$ cat config.mk
export PLATFORM = sky130hd
export DESIGN_NAME = pipeline_ctrl
export DESIGN_NICKNAME = d
export VERILOG_FILES = /design/src/riscv_pkg.sv /design/src/operand_bypass.sv /design/src/pipe_sequencer.sv /design/src/pipeline_ctrl.sv
export SDC_FILE = /design/constraint.sdc
export NUM_CORES = 1
export LEC_CHECK = 0
export BUFFER_PORTS_ARGS = -buffer_cell sky130_fd_sc_hd__buf_2
export CORE_AREA = 2 2 130 132
export DETAILED_ROUTE_END_ITERATION = 6
export DIE_AREA = 0 0 132 134
export PLACE_DENSITY = 0.64
export SLEW_MARGIN = 20
export SYNTH_ARGS = -nofsm -noshare
export SYNTH_HDL_FRONTEND = slang
export SYNTH_HIERARCHICAL = 1
export SYNTH_SLANG_ARGS = --single-unit
$ cat constraint.sdc
create_clock -name clk_i -period 6.1 [get_ports clk_i]
set_clock_uncertainty 0.2 [all_clocks]
set_input_delay 0.915 -clock clk_i [delete_from_list [all_inputs] [get_ports clk_i]]
set_output_delay 0.915 -clock clk_i [all_outputs]
set_load 0.01 [all_outputs]
$ cat src/riscv_pkg.sv
// shared widths, encodings and helpers for the RV32 pipeline control logic
// import with riscv_pkg::* in any module header that needs them
package riscv_pkg;

    // register index, x0 reads as zero and never forwards
    typedef logic [4:0] reg_addr_t;

    // data word for alu results, load data and operands
    typedef logic [31:0] word_t;

    // memory operation carried by each pipeline register
    typedef enum logic [3:0]
    {
        MEM_NONE = 4'd0,
        LB       = 4'd1,
        LH       = 4'd2,
        LW       = 4'd3,
        LBU      = 4'd4,
        LHU      = 4'd5,
        SB       = 4'd6,
        SH       = 4'd7,
        SW       = 4'd8
    } mem_oper_t;

    // trap reported by the instruction in MEM2
    // values below MRET are the mcause exception codes
    typedef enum logic [3:0]
    {
        INSTR_MISALIGNED = 4'd0,
        ILLEGAL_INSTR    = 4'd2,
        BREAKPOINT       = 4'd3,
        LOAD_MISALIGNED  = 4'd4,
        STORE_MISALIGNED = 4'd6,
        ECALL_U          = 4'd8,
        ECALL_M          = 4'd11,
        MRET             = 4'd14,
        NO_TRAP          = 4'd15
    } exc_t;

    // source of the next fetch address on a redirect
    typedef enum logic [1:0]
    {
        PC_JUMP = 2'd0,
        PC_TRAP = 2'd1,
        PC_MEPC = 2'd2
    } pc_sel_t;

    typedef enum logic [1:0]
    {
        PRIV_LVL_U = 2'd0,
        PRIV_LVL_M = 2'd3
    } priv_lvl_e;

    // pending interrupts, one bit per source
    typedef logic [2:0] irqs_t;
    localparam int unsigned IRQ_M_SOFTWARE = 0;
    localparam int unsigned IRQ_M_TIMER    = 1;
    localparam int unsigned IRQ_M_EXTERNAL = 2;

    // bit 4 flags an interrupt, bits 3..0 hold the cause code
    typedef logic [4:0] mcause_t;

    // interrupt cause codes
    localparam logic [3:0] CSR_MSI_BIT = 4'd3;
    localparam logic [3:0] CSR_MTI_BIT = 4'd7;
    localparam logic [3:0] CSR_MEI_BIT = 4'd11;

    // true for the five load encodings
    function automatic logic is_mem_oper_load(input mem_oper_t oper);
        return oper inside {LB, LH, LW, LBU, LHU};
    endfunction

endpackage

$ cat src/operand_bypass.sv
// operand forwarding into EX and load-use detection for the split memory stages
// purely combinational, sits beside the ID/EX register
`timescale 1ns/1ps

module operand_bypass
    import riscv_pkg::*;
(
    // sources of the instruction in ID/EX
    input  reg_addr_t id_ex_rs1_addr_i,
    input  reg_addr_t id_ex_rs2_addr_i,
    // register file read values
    input  word_t     id_ex_rs1_data_i,
    input  word_t     id_ex_rs2_data_i,

    // destinations of the older instructions
    input  reg_addr_t ex_mem1_rd_addr_i,
    input  reg_addr_t mem1_mem2_rd_addr_i,
    input  reg_addr_t mem2_wb_rd_addr_i,
    input  logic      ex_mem1_write_rd_i,
    input  logic      mem1_mem2_write_rd_i,
    input  logic      mem2_wb_write_rd_i,
    input  mem_oper_t ex_mem1_mem_oper_i,
    input  mem_oper_t mem1_mem2_mem_oper_i,
    input  mem_oper_t mem2_wb_mem_oper_i,

    // candidate forwarding data
    input  word_t     ex_mem1_alu_result_i,
    input  word_t     mem1_mem2_alu_result_i,
    input  word_t     mem2_wb_alu_result_i,
    input  word_t     mem2_wb_lsu_rdata_i,

    // finished operands for EX
    output word_t     ex_rs1_data_o,
    output word_t     ex_rs2_data_o,
    output logic      load_use_o
);

    logic  ex_mem1_fwd_ok;
    logic  mem1_mem2_fwd_ok;
    logic  mem2_wb_fwd_ok;
    word_t mem2_wb_fwd_data;
    logic  ex_mem1_load;
    logic  mem1_mem2_load;
    logic  ex_mem1_load_rs1;
    logic  ex_mem1_load_rs2;
    logic  mem1_mem2_load_rs1;
    logic  mem1_mem2_load_rs2;

    // a load in EX/MEM1 only has its address, not the data
    assign ex_mem1_fwd_ok = ex_mem1_write_rd_i && (ex_mem1_rd_addr_i != '0)
        && !is_mem_oper_load(ex_mem1_mem_oper_i);
    // load data is still in flight while in MEM1/MEM2
    assign mem1_mem2_fwd_ok = mem1_mem2_write_rd_i && (mem1_mem2_rd_addr_i != '0)
        && !is_mem_oper_load(mem1_mem2_mem_oper_i);
    assign mem2_wb_fwd_ok = mem2_wb_write_rd_i && (mem2_wb_rd_addr_i != '0);

    // by WB the lsu has returned the loaded value
    assign mem2_wb_fwd_data = is_mem_oper_load(mem2_wb_mem_oper_i) ?
        mem2_wb_lsu_rdata_i : mem2_wb_alu_result_i;

    // youngest matching stage wins, register file otherwise
    function automatic word_t select_operand(input reg_addr_t rs, input word_t rf_data);
        word_t operand;
        if (ex_mem1_fwd_ok && (ex_mem1_rd_addr_i == rs))
            operand = ex_mem1_alu_result_i;
        else if (mem1_mem2_fwd_ok && (mem1_mem2_rd_addr_i == rs))
            operand = mem1_mem2_alu_result_i;
        else if (mem2_wb_fwd_ok && (mem2_wb_rd_addr_i == rs))
            operand = mem2_wb_fwd_data;
        else
            operand = rf_data;
        return operand;
    endfunction

    always_comb
    begin
        ex_rs1_data_o = select_operand(id_ex_rs1_addr_i, id_ex_rs1_data_i);
    end

    always_comb
    begin
        ex_rs2_data_o = select_operand(id_ex_rs2_addr_i, id_ex_rs2_data_i);
    end

    // loads that produce a real register value
    assign ex_mem1_load   = is_mem_oper_load(ex_mem1_mem_oper_i) && (ex_mem1_rd_addr_i != '0);
    assign mem1_mem2_load = is_mem_oper_load(mem1_mem2_mem_oper_i)
        && (mem1_mem2_rd_addr_i != '0);

    // consumer right behind the load waits two cycles
    assign ex_mem1_load_rs1 = ex_mem1_load && (ex_mem1_rd_addr_i == id_ex_rs1_addr_i);
    assign ex_mem1_load_rs2 = ex_mem1_load && (ex_mem1_rd_addr_i == id_ex_rs2_addr_i);

    // one cycle further the load still blocks,
    // unless a newer alu result in EX/MEM1 overrides it for that register
    assign mem1_mem2_load_rs1 = mem1_mem2_load && (mem1_mem2_rd_addr_i == id_ex_rs1_addr_i)
        && !(ex_mem1_fwd_ok && (ex_mem1_rd_addr_i == id_ex_rs1_addr_i));
    assign mem1_mem2_load_rs2 = mem1_mem2_load && (mem1_mem2_rd_addr_i == id_ex_rs2_addr_i)
        && !(ex_mem1_fwd_ok && (ex_mem1_rd_addr_i == id_ex_rs2_addr_i));

    assign load_use_o = ex_mem1_load_rs1 || ex_mem1_load_rs2
        || mem1_mem2_load_rs1 || mem1_mem2_load_rs2;

endmodule

$ cat src/pipe_sequencer.sv
// trap and interrupt sequencing, fetch steering and pipeline stall/flush control
// outputs are combinational from the inputs and the RUN/TRAP_WAIT state
`timescale 1ns/1ps

module pipe_sequencer
    import riscv_pkg::*;
(
    input  logic      clk_i,
    input  logic      rstn_i,

    // from the bypass unit
    input  logic      load_use_i,

    // csr instructions in flight serialize the pipeline
    input  logic      id_is_csr_i,
    input  logic      ex_is_csr_i,
    input  logic      mem1_is_csr_i,
    input  logic      mem2_is_csr_i,

    // memory back-pressure
    input  logic      lsu_req_stall_i,
    input  logic      mem2_stall_needed_i,

    // taken branch or jump resolved in EX
    input  logic      ex_new_pc_en_i,

    // trap and interrupt sources
    input  logic      mstatus_mie_i,
    input  exc_t      mem_trap_i,
    input  priv_lvl_e current_plvl_i,
    input  irqs_t     irq_pending_i,

    // fetch redirect
    output logic      new_pc_en_o,
    output pc_sel_t   pc_sel_o,

    // to the csr file
    output logic      csr_mret_o,
    output logic      is_trap_o,
    output mcause_t   csr_mcause_o,

    // pipeline register controls
    output logic      if_id_stall_o,
    output logic      if_id_flush_o,
    output logic      id_ex_stall_o,
    output logic      id_ex_flush_o,
    output logic      ex_mem1_stall_o,
    output logic      ex_mem1_flush_o,
    output logic      mem1_mem2_stall_o,
    output logic      mem1_mem2_flush_o,
    output logic      mem2_wb_stall_o,
    output logic      mem2_wb_flush_o
);

    typedef enum logic
    {
        RUN,
        TRAP_WAIT
    } seq_state_t;

    seq_state_t state_q;
    seq_state_t state_d;
    logic       irq_en;
    logic       take_irq;
    logic [3:0] irq_code;

    // mie does not gate interrupts while running in user mode
    assign irq_en   = mstatus_mie_i || (current_plvl_i == PRIV_LVL_U);
    assign take_irq = irq_en && (|irq_pending_i);

    // software first, then timer, then external
    always_comb
    begin
        if (irq_pending_i[IRQ_M_SOFTWARE])
            irq_code = CSR_MSI_BIT;
        else if (irq_pending_i[IRQ_M_TIMER])
            irq_code = CSR_MTI_BIT;
        else if (irq_pending_i[IRQ_M_EXTERNAL])
            irq_code = CSR_MEI_BIT;
        else
            irq_code = '0;
    end

    always_ff @(posedge clk_i or negedge rstn_i)
    begin
        if (!rstn_i)
            state_q <= RUN;
        else
            state_q <= state_d;
    end

    always_comb
    begin
        state_d      = state_q;
        new_pc_en_o  = 1'b0;
        pc_sel_o     = PC_JUMP;
        csr_mret_o   = 1'b0;
        is_trap_o    = 1'b0;
        // exception cause by default, the interrupt path overrides it
        csr_mcause_o = {1'b0, mem_trap_i[3:0]};

        // hazard and serialization controls, active in every state
        if_id_stall_o     = load_use_i || ex_is_csr_i || mem1_is_csr_i || mem2_is_csr_i;
        if_id_flush_o     = id_is_csr_i || ex_is_csr_i || mem1_is_csr_i || mem2_is_csr_i;
        id_ex_stall_o     = load_use_i;
        id_ex_flush_o     = 1'b0;
        // bubble behind the instruction held in ID/EX
        ex_mem1_stall_o   = lsu_req_stall_i;
        ex_mem1_flush_o   = load_use_i;
        mem1_mem2_stall_o = mem2_stall_needed_i;
        mem1_mem2_flush_o = lsu_req_stall_i;
        mem2_wb_stall_o   = 1'b0;
        mem2_wb_flush_o   = mem2_stall_needed_i;

        case (state_q)
            RUN:
            begin
                if (mem_trap_i != NO_TRAP)
                begin
                    // MEM2 commits the trap, younger work is squashed
                    id_ex_flush_o   = 1'b1;
                    ex_mem1_flush_o = 1'b1;
                    new_pc_en_o     = 1'b1;
                    state_d         = TRAP_WAIT;
                    if (mem_trap_i == MRET)
                    begin
                        pc_sel_o   = PC_MEPC;
                        csr_mret_o = 1'b1;
                    end
                    else
                    begin
                        pc_sel_o  = PC_TRAP;
                        is_trap_o = 1'b1;
                    end
                end
                else if (take_irq)
                begin
                    id_ex_flush_o   = 1'b1;
                    ex_mem1_flush_o = 1'b1;
                    new_pc_en_o     = 1'b1;
                    pc_sel_o        = PC_TRAP;
                    is_trap_o       = 1'b1;
                    csr_mcause_o    = {1'b1, irq_code};
                    state_d         = TRAP_WAIT;
                end
                else if (ex_new_pc_en_i)
                begin
                    // not-taken prediction missed, drop the wrong-path instruction
                    new_pc_en_o   = 1'b1;
                    id_ex_flush_o = 1'b1;
                end
            end
            TRAP_WAIT:
            begin
                // csr file clears mie during this cycle
                state_d = RUN;
            end
            default:
            begin
                state_d = RUN;
            end
        endcase
    end

endmodule

$ cat src/pipeline_ctrl.sv
// pipeline control top, joins operand forwarding with trap and hazard sequencing
// connects straight to the datapath pipeline registers, fetch unit and csr file
`timescale 1ns/1ps

module pipeline_ctrl
    import riscv_pkg::*;
(
    input  logic      clk_i,
    input  logic      rstn_i,

    // ID/EX operands
    input  reg_addr_t id_ex_rs1_addr_i,
    input  reg_addr_t id_ex_rs2_addr_i,
    input  word_t     id_ex_rs1_data_i,
    input  word_t     id_ex_rs2_data_i,

    // older stages
    input  reg_addr_t ex_mem1_rd_addr_i,
    input  reg_addr_t mem1_mem2_rd_addr_i,
    input  reg_addr_t mem2_wb_rd_addr_i,
    input  logic      ex_mem1_write_rd_i,
    input  logic      mem1_mem2_write_rd_i,
    input  logic      mem2_wb_write_rd_i,
    input  mem_oper_t ex_mem1_mem_oper_i,
    input  mem_oper_t mem1_mem2_mem_oper_i,
    input  mem_oper_t mem2_wb_mem_oper_i,
    input  word_t     ex_mem1_alu_result_i,
    input  word_t     mem1_mem2_alu_result_i,
    input  word_t     mem2_wb_alu_result_i,
    input  word_t     mem2_wb_lsu_rdata_i,

    // csr serialization, back-pressure, branch
    input  logic      id_is_csr_i,
    input  logic      ex_is_csr_i,
    input  logic      mem1_is_csr_i,
    input  logic      mem2_is_csr_i,
    input  logic      lsu_req_stall_i,
    input  logic      mem2_stall_needed_i,
    input  logic      ex_new_pc_en_i,

    // traps and interrupts
    input  logic      mstatus_mie_i,
    input  exc_t      mem_trap_i,
    input  priv_lvl_e current_plvl_i,
    input  irqs_t     irq_pending_i,

    // bypassed EX operands
    output word_t     ex_rs1_data_o,
    output word_t     ex_rs2_data_o,

    // fetch steering and csr file
    output logic      new_pc_en_o,
    output pc_sel_t   pc_sel_o,
    output logic      csr_mret_o,
    output logic      is_trap_o,
    output mcause_t   csr_mcause_o,

    // pipeline register controls
    output logic      if_id_stall_o,
    output logic      if_id_flush_o,
    output logic      id_ex_stall_o,
    output logic      id_ex_flush_o,
    output logic      ex_mem1_stall_o,
    output logic      ex_mem1_flush_o,
    output logic      mem1_mem2_stall_o,
    output logic      mem1_mem2_flush_o,
    output logic      mem2_wb_stall_o,
    output logic      mem2_wb_flush_o
);

    // load consumer must wait in ID/EX
    logic load_use;

    operand_bypass u_operand_bypass (
        .id_ex_rs1_addr_i      (id_ex_rs1_addr_i),
        .id_ex_rs2_addr_i      (id_ex_rs2_addr_i),
        .id_ex_rs1_data_i      (id_ex_rs1_data_i),
        .id_ex_rs2_data_i      (id_ex_rs2_data_i),
        .ex_mem1_rd_addr_i     (ex_mem1_rd_addr_i),
        .mem1_mem2_rd_addr_i   (mem1_mem2_rd_addr_i),
        .mem2_wb_rd_addr_i     (mem2_wb_rd_addr_i),
        .ex_mem1_write_rd_i    (ex_mem1_write_rd_i),
        .mem1_mem2_write_rd_i  (mem1_mem2_write_rd_i),
        .mem2_wb_write_rd_i    (mem2_wb_write_rd_i),
        .ex_mem1_mem_oper_i    (ex_mem1_mem_oper_i),
        .mem1_mem2_mem_oper_i  (mem1_mem2_mem_oper_i),
        .mem2_wb_mem_oper_i    (mem2_wb_mem_oper_i),
        .ex_mem1_alu_result_i  (ex_mem1_alu_result_i),
        .mem1_mem2_alu_result_i(mem1_mem2_alu_result_i),
        .mem2_wb_alu_result_i  (mem2_wb_alu_result_i),
        .mem2_wb_lsu_rdata_i   (mem2_wb_lsu_rdata_i),
        .ex_rs1_data_o         (ex_rs1_data_o),
        .ex_rs2_data_o         (ex_rs2_data_o),
        .load_use_o            (load_use)
    );

    pipe_sequencer u_pipe_sequencer (
        .clk_i              (clk_i),
        .rstn_i             (rstn_i),
        .load_use_i         (load_use),
        .id_is_csr_i        (id_is_csr_i),
        .ex_is_csr_i        (ex_is_csr_i),
        .mem1_is_csr_i      (mem1_is_csr_i),
        .mem2_is_csr_i      (mem2_is_csr_i),
        .lsu_req_stall_i    (lsu_req_stall_i),
        .mem2_stall_needed_i(mem2_stall_needed_i),
        .ex_new_pc_en_i     (ex_new_pc_en_i),
        .mstatus_mie_i      (mstatus_mie_i),
        .mem_trap_i         (mem_trap_i),
        .current_plvl_i     (current_plvl_i),
        .irq_pending_i      (irq_pending_i),
        .new_pc_en_o        (new_pc_en_o),
        .pc_sel_o           (pc_sel_o),
        .csr_mret_o         (csr_mret_o),
        .is_trap_o          (is_trap_o),
        .csr_mcause_o       (csr_mcause_o),
        .if_id_stall_o      (if_id_stall_o),
        .if_id_flush_o      (if_id_flush_o),
        .id_ex_stall_o      (id_ex_stall_o),
        .id_ex_flush_o      (id_ex_flush_o),
        .ex_mem1_stall_o    (ex_mem1_stall_o),
        .ex_mem1_flush_o    (ex_mem1_flush_o),
        .mem1_mem2_stall_o  (mem1_mem2_stall_o),
        .mem1_mem2_flush_o  (mem1_mem2_flush_o),
        .mem2_wb_stall_o    (mem2_wb_stall_o),
        .mem2_wb_flush_o    (mem2_wb_flush_o)
    );

endmodule

==> results of run 1 <==
[per-layer routing]
metal	share of wire	wire, um	up-vias
li1	-	-	2973
met1	0.42	10400	3063
met2	0.46	11200	468
met3	0.10	2480	48
met4	0.019	476	0
met5	0	0	-
[cell families (layout without fill, tap and decap cells)]
group | after synthesis | in the layout | share of synthesized area
and+or+nand+nor | 104 | 104 | 0.116
buffers and inverters | 96 | 349 | 0.118
AOI/OAI and AO/OA | 369 | 369 | 0.693
xor gates and xnor gates | 30 | 30 | 0.0619
muxes | 1 | 1 | 0.00353
other | 1 | 1 | 0.000883
DFF | 1 | 1 | 0.00589
[critical path: cells and delay by family]
family / cells / cell delay [ns]
compound gates: 2 / 0.69
simple gates: 2 / 1.77
buf+inv: 2 / 0.26
[final timing paths]
path | depth (start not counted) | end | startpoint
max | 6 | ex_rs1_data_o[28] | ex_mem1_mem_oper_i[0]
min | 1 | u_pipe_sequencer/state_q | u_pipe_sequencer/state_q
max reg2reg | 1 | u_pipe_sequencer/state_q | u_pipe_sequencer/state_q
min reg2reg | 1 | u_pipe_sequencer/state_q | u_pipe_sequencer/state_q
max in group asynchronous | 1 | u_pipe_sequencer/state_q | rstn_i
min in group asynchronous | 1 | u_pipe_sequencer/state_q | rstn_i
[power breakdown]
group          internal, mW  switching [mW]
sequential          0.00825         0.00283
combinational         0.201           0.267
clock                     0               0
total                 0.209           0.269
[layout by cell type, fill, tap and decap left out, drive strengths merged, types with 32 or more instances in the layout]
cell type and instances:
buf 345, a211oi 67, o22ai 64, o2bb2ai 64, a21boi 64, nor2 37, nand2 35, o22a 32
o211ai 32, o221a 32
[cell type report]
cell class | count | area [um^2]
repair buffers | 345 | 1790
well taps | 220 | 275
multi-input cells | 505 | 3780
flip-flops and latches | 1 | 25.0
inverters | 4 | 15.0
fillers | 1794 | 10400
==> summary.md, run 1 <==
| Metric | Value |
|---|---|
| Area contributors post-synth | `o2bb2ai_1 13%, a211oi_1 11%, o22ai_1 9.4%, a21boi_0 9.2%, o221a_2 8.5%` |
| Worst hold path type | `flip-flop to flip-flop` |
| Port bufs | `327` |
| Slowest cell on crit path | `nor2_4` |
| Share of layout cells above drive strength 1 | `0.464` |
| DRT antenna net count | `0` |
| Dpl ws | `1.30 ns` |
| Placed insts | `1074` |
| Tightest Pin Transition | `1.15 ns` |
| Met3 usage | `0.0435` |
| Final Hold Viols | `0` |
| Later-pin clock latency in the skew report | `0 ns` |
| Setup CP Type | `input port to output pin` |
| Hold WS | `0.364 ns` |
| Tmin final | `4.79 ns` |
| Power Density | `81.3 mW/mm^2` |
| Gr busiest metal | `met2` |
| Final #Nets | `1108` |
| Cell Rows | `47` |
| N_diodes | `0` |
| Max FFs per register | `1` |
| Vias in the first global route | `5893` |
| Fin. max-slew vios | `0` |
| Area Growth Syn to Fin | `38.7%` |
| Via density | `6.09` |
| Number of flops mapped to enable cells by yosys | `0` |
| Post-synth top area share | `0.132` |
| Worst-path clk slew | `0 ns` |
| Area of the die | `0.0177 mm^2` |
| Die height | `134 um` |
| Final Cell Area | `0.00589 mm^2` |
| WL per Instance | `22.9 um` |
| Ys Warns | `6` |
| LEAKAGE | `2.36 nW` |
| Largest net degree at the start of global routing | `66` |
| Routed wire length | `24.6 mm` |
| Initial Util | `0.261` |
| Rel. slew slack | `0.232` |
| Power Total | `479 uW` |
| Biggest regs | `u_pipe_sequencer/state_q: 1 flops` |
| CP arrival | `3.67 ns` |
| GRT Residual Overflow | `0` |
| Post-CTS Setup Bufs | `0` |
| Critical Path End Type | `output pin` |
| Post-synth top area cell | `o2bb2ai_1` |
| Netlist Area Pre-Place | `0.00425 mm^2` |
| Initial antenna violation count | `1` |
| Met1 usage in global routing | `0.347` |
| HPWL after DPL | `18.3 mm` |
| M2 GR Usage | `0.421` |
| Max cap viols | `0` |
| Unrepaired setup endpoints after global routing | `false` |
| Top cells by count, synth | `64 x a211oi_1, 64 x o22ai_1, 64 x o2bb2ai_1, 52 x a21boi_0, 43 x clkbuf_1` |
| Setup TNS Final | `0 ns` |
| DRT iter0 DRCs | `584` |
| Crit path launch type | `input port` |
| Period utilization | `0.785` |
| Global-route wire length before repair | `35.5 mm` |
| Via count | `6552` |
| Reg-to-reg slack, setup | `5.27 ns` |
| Max stage delay on crit path | `1.07 ns` |
| Syn nets | `853` |
| Tot GR Track Use | `0.252` |
| Ys async rst share | `1.00` |
| IO Pins | `335` |
| CP dominant cell by count | `buf_2` |
| Layout Cells excl Fill | `1075` |
| Post_cts resized | `0` |
| Final setup fails | `0` |
| Critical Path RT | `4.98 ns` |
| Largest Register | `u_pipe_sequencer/state_q` |
| Seq/Total Area, Yosys | `0.00589` |
| Post-Synthesis Cells | `602` |
| Die X-Extent | `132 um` |
| Cell Area, Placed | `0.00586 mm^2` |
| Most used DFF post-synth | `dfrtp_1` |
| Post-synth cell types | `46` |
| Worst Slack Setup Final | `1.31 ns` |
| Final Util | `0.362` |
| Core ar. | `0.0163 mm^2` |
| Outcome | `finished clean` |
| CP Max Fanout | `33` |
| Routability cong. | `1.00` |
| Worst path cell trace | `buf_2 > o31ai_1 > nand3_2 > nor2_4 > o2bb2ai_1 > buf_2` |
| CTS Hold Bufs | `0` |
| Highest clock rate | `209 MHz` |
| Synth Register Bits | `1` |
| DRT Pass-1 Iters | `5` |
| DRC | `0` |
| Post-Syn Area per Cell | `7.06 um^2` |
| Maximum VDD drop | `41.7 uV` |
Note: power is estimated with default switching activity, not from simulation.
==> run 2, diff against run 1 <==
Settings changed: PLACE_DENSITY 0.64 to 0.66.
Clock period 6.1 ns to 3.9 ns, I/O delays scaled along.
==> run 2 against run 1 <==
Critical path depth rose by 2. Register-to-register slack worse by 2.2 ns. Global-route usage increased by 0.086 points. Sequential share of layout area barely moved. Combinational power is 57% higher. Die area unchanged. Sequential cell count is the same. Design area grew 1.6%. Critical path type unchanged. Largest power group unchanged.
==> summary.md, run 2 (synthesis results as in run 1) <==
| Metric | Value |
|---|---|
| Outcome | `finished clean` |
| Max FFs per register | `1` |
| DRT Pass-1 Iters | `5` |
| Routed wire length | `24.3 mm` |
| Area of the die | `0.0177 mm^2` |
| Area Growth Syn to Fin | `40.9%` |
| Post-CTS Setup Bufs | `0` |
| Setup CP Type | `input port to output pin` |
| Crit path launch type | `input port` |
| LEAKAGE | `2.42 nW` |
| Critical Path End Type | `output pin` |
| Die height | `134 um` |
| Via count | `6618` |
| CP dominant cell by count | `buf_2` |
| Worst hold path type | `input port to async pin` |
| # fillers | `1775` |
| DRT antenna net count | `0` |
| Tot GR Track Use | `0.253` |
| Later-pin clock latency in the skew report | `0 ns` |
| Final Hold Viols | `0` |
| DRC | `0` |
| Placed insts | `1086` |
| Core ar. | `0.0163 mm^2` |
| Power Total | `750 uW` |
| Critical Path RT | `3.12 ns` |
| Cell Rows | `47` |
| Post_cts resized | `0` |
| Maximum VDD drop | `85.4 uV` |
| Worst r2r dst | `u_pipe_sequencer/state_q` |
| Final Cell Area | `0.00599 mm^2` |
| CP arrival | `2.74 ns` |
| Tmin final | `3.52 ns` |
| Worst path bufs/invs | `3` |
| Final #Nets | `1119` |
| Delay-heaviest family, CP | `compound AO/OA/AOI/OAI gates` |
| Global-route wire length before repair | `35.9 mm` |
| Biggest regs | `u_pipe_sequencer/state_q: 1 flops` |
| Port bufs | `327` |
| Routability cong. | `0.935` |
| Most common cell after layout, fill and taps aside | `buf_2` |
| IO Pins | `335` |
| Highest clock rate | `284 MHz` |
| Rel. slew slack | `0.396` |
| CTS Hold Bufs | `0` |
| Fin. max-slew vios | `0` |
| Final setup fails | `0` |
| Worst path cell trace | `buf_2 > o21bai_2 > buf_4 > o22a_1 > o221a_2 > a211oi_1 > o2bb2ai_1 > buf_2` |
| Unrepaired setup endpoints after global routing | `false` |
| Via density | `6.08` |
| WL per Instance | `22.3 um` |
| Initial antenna violation count | `2` |
| RR Startpoint | `u_pipe_sequencer/state_q` |
| Cell Area, Placed | `0.00598 mm^2` |
| Setup TNS Final | `0 ns` |
| Max stage delay on crit path | `0.76 ns` |
| Initial Util | `0.261` |
| CP Max Fanout | `27` |
| Largest Register | `u_pipe_sequencer/state_q` |
| Most frequent cells in the layout | `327 x buf_2, 64 x a211oi_1, 64 x o22ai_1, 64 x o2bb2ai_1, 52 x a21boi_0` |
| Power Density | `125 mW/mm^2` |
| Die X-Extent | `132 um` |
| Hold WS | `0.161 ns` |
| HPWL after DPL | `18.3 mm` |
| Layout Cells excl Fill | `1089` |
| Vias in the first global route | `6140` |
| Worst-path clk slew | `0 ns` |
| Share of layout cells above drive strength 1 | `0.470` |
| Max cap viols | `0` |
| Reg-to-reg slack, setup | `3.07 ns` |
| Largest net degree at the start of global routing | `67` |
| Tightest Pin Transition | `0.905 ns` |
| Worst r2r path cells | `1` |
| GRT Residual Overflow | `0` |
| Slowest cell on crit path | `o21bai_2` |
| DRT iter0 DRCs | `633` |
| Period utilization | `0.903` |
-- run 2: changes by cell type in the layout (fill, tap and decap cells not counted) --
cell	previous run	this run
buf_12	0	2
diode_2	0	3
inv_1	3	4
buf_4	17	27
buf_16	1	0
inv_2	1	0
-- run 2: area by class of cell --
| class | count | area (um^2) | area share |
|---|---|---|---|
| sequential | 1 | 25.0 | 0.00418 |
| multi-input combinational | 505 | 3780 | 0.632 |
| antenna | 3 | 7.51 | 0.00125 |
| timing repair buffer | 356 | 1880 | 0.314 |
| tap | 220 | 275 | 0.0460 |
| inverter | 4 | 15.0 | 0.00251 |
-- run 2: how the worst max path moves through the flow --
stage                           startpoint                end  slack [ns]  depth (start not counted)
CTS                  mem2_wb_mem_oper_i[2]  ex_rs2_data_o[31]        0.36                          8
global placement     mem2_wb_mem_oper_i[2]  ex_rs2_data_o[31]        0.32                          8
global route         mem2_wb_mem_oper_i[2]   ex_rs2_data_o[3]        0.26                          8
finish               mem2_wb_mem_oper_i[2]   ex_rs1_data_o[4]        0.38                          8
detailed placement   mem2_wb_mem_oper_i[2]  ex_rs2_data_o[31]        0.37                          8
floorplan           mem1_mem2_rd_addr_i[1]      if_id_stall_o        0.91                          5
-- run 2: report_power, final --
group          switching [mW]   total (mW)  internal (mW)
registers             0.00444       0.0173         0.0129
clock network               0  0.000000103    0.000000103
logic                   0.416        0.733          0.316
total                   0.421        0.750          0.329
-- run 2: per-layer routing --
layer	wire length, um	track usage
met1	10200	0.344
met2	11000	0.415
met3	2610	0.0506
met4	527	0.0477
met5	0	0
-- run 2: through the flow --
stage	setup WS, ns	util
2_1_floorplan	0.914	-
5_1_grt	0.255	0.367
3_3_place_gp	0.316	0.367
6_report	0.379	0.368
3_5_place_dp	0.367	0.367
4_1_cts	0.357	0.367
==> run 3, diff against run 2 <==
Settings changed: PLACE_DENSITY 0.66 to 0.64.
Clock period 3.9 ns to 4.13 ns, I/O delays scaled along.
==> run 3 against run 2 <==
Global-route usage down 0.50 points. Hold slack improved by 0.033 ns. Cell count grew 0.64%. Combinational power shrank 4.4%. Highest routed layer unchanged.
==> summary.md, run 3 (synthesis results as in run 1) <==
| Metric | Value |
|---|---|
| Later-pin clock latency in the skew report | `0 ns` |
| HPWL after DPL | `19.0 mm` |
| Die X-Extent | `132 um` |
| Max FFs per register | `1` |
| WL per Instance | `22.2 um` |
| Global-route wire length before repair | `35.1 mm` |
| Area of the die | `0.0177 mm^2` |
| Final Hold Viols | `0` |
| Most common cell after layout, fill and taps aside | `buf_2` |
| Tightest Pin Transition | `1.18 ns` |
| Largest net degree at the start of global routing | `45` |
| Worst hold path type | `input port to async pin` |
| Sw power | `399 uW` |
| Routability cong. | `0.998` |
| Via density | `6.09` |
| IO Pins | `335` |
| Worst Setup SP | `id_ex_rs1_addr_i[4]` |
| RR Startpoint | `u_pipe_sequencer/state_q` |
| Port bufs | `327` |
| Setup TNS Final | `0 ns` |
| Highest clock rate | `269 MHz` |
| Maximum VDD drop | `70.0 uV` |
| Biggest regs | `u_pipe_sequencer/state_q: 1 flops` |
| Sw frac | `0.556` |
| Vias in the first global route | `6045` |
| Max cap viols | `0` |
| Final #Nets | `1129` |
| Final setup fails | `0` |
| Most frequent cells in the layout | `327 x buf_2, 64 x a211oi_1, 64 x o22ai_1, 64 x o2bb2ai_1, 52 x a21boi_0` |
| DRT antenna net count | `0` |
| Unrepaired setup endpoints after global routing | `false` |
| Outcome | `finished clean` |
| Final Util | `0.372` |
| LEAKAGE | `2.47 nW` |
| Post-CTS Setup Bufs | `0` |
| Cell Rows | `47` |
| Largest Register | `u_pipe_sequencer/state_q` |
| Via count | `6673` |
| Period utilization | `0.902` |
| Critical Path RT | `3.31 ns` |
| Rel. slew slack | `0.209` |
| Post_cts resized | `0` |
| Setup CP Type | `input port to output pin` |
| Clock share of power | `0` |
| Power Density | `118 mW/mm^2` |
| Area Growth Syn to Fin | `42.8%` |
| Crit path launch type | `input port` |
| Logic gate share of total power | `0.977` |
| CP arrival | `2.90 ns` |
| Initial antenna violation count | `0` |
| Routed length on met2 | `11.1 mm` |
| Fin. max-slew vios | `0` |
| Share of layout cells above drive strength 1 | `0.476` |
| Met1 wire length | `10.1 mm` |
| Critical Path End Type | `output pin` |
| N_diodes | `0` |
| Tmin final | `3.72 ns` |
| DRT iter0 DRCs | `666` |
| Tot GR Track Use | `0.248` |
| CTS Hold Bufs | `0` |
| Metal3 WL | `2.57 mm` |
| Internal Dissipation | `318 uW` |
| GRT Residual Overflow | `0` |
| Routed wire length | `24.3 mm` |
| DR top layer | `met4` |
| Worst-path clk slew | `0 ns` |
| Register share of total power | `0.023` |
| CP Max Fanout | `16` |
| Core ar. | `0.0163 mm^2` |
| DRC | `0` |
| DRT Pass-1 Iters | `5` |
| Initial Util | `0.261` |
| Worst r2r path cells | `1` |
| Die height | `134 um` |
[run 3: changes by cell type in the layout (fill, tap and decap cells not counted), sizes merged]
cell | previous run | this run
buf | 356 | 366
diode | 3 | 0
[run 3: layer usage]
metal / vias up / global-route usage
li1: 3021 / -
met1: 3100 / 0.333
met2: 490 / 0.409
met3: 62 / 0.0518
met4: 0 / 0.0495
met5: - / 0
[run 3: metrics by stage]
step / power [mW] / setup WS (ns) / instance area, um^2 / hold slack [ns] / std cells
global placement: 0.703 / 0.498 / 6070 / 0.194 / 1096
floorplan: 0.381 / 1.08 / 4250 / 0.124 / 602
CTS: 0.707 / 0.473 / 6070 / 0.195 / 1096
finish: 0.717 / 0.406 / 6070 / 0.194 / 1096
global route: 0.764 / 0.306 / 6070 / 0.197 / 1096
detailed placement: 0.704 / 0.475 / 6070 / 0.196 / 1096
[run 3: worst max-delay path, cell delays in order]
cell and delay (ns):
buf_2 0.13, xnor2_1 0.19, nand3_1 0.17, nor4_2 0.98, buf_4 0.39, a211oi_1 0.08, o2bb2ai_1 0.17, buf_2 0.16
[run 3: area by class of cell]
type | count | area (um^2)
Timing Repair Buffer | 366 | 1970
Fill cell | 1762 | 10200
Inverter | 4 | 15.0
Multi-Input combinational cell | 505 | 3780
Tap cell | 220 | 275
Sequential cell | 1 | 25.0
[run 3: power by group through the flow]
stage          logic [mW]  registers [mW]  clock network, mW
4_1_cts             0.690          0.0165                  0
6_report            0.701          0.0163                  0
3_3_place_gp        0.686          0.0163                  0
2_1_floorplan       0.365          0.0152                  0
3_5_place_dp        0.687          0.0163                  0
5_1_grt             0.747          0.0172                  0
[run 3: final timing paths]
| check | to | slack (ns) |
|---|---|---|
| worst max-delay path | ex_rs1_data_o[0] | 0.41 |
| worst min register to register | u_pipe_sequencer/state_q | 0.36 |
| min in group clk_i | u_pipe_sequencer/state_q | 0.36 |
| max in group asynchronous | u_pipe_sequencer/state_q | 3.45 |
| worst min-delay path | u_pipe_sequencer/state_q | 0.19 |
| worst max register to register | u_pipe_sequencer/state_q | 3.30 |
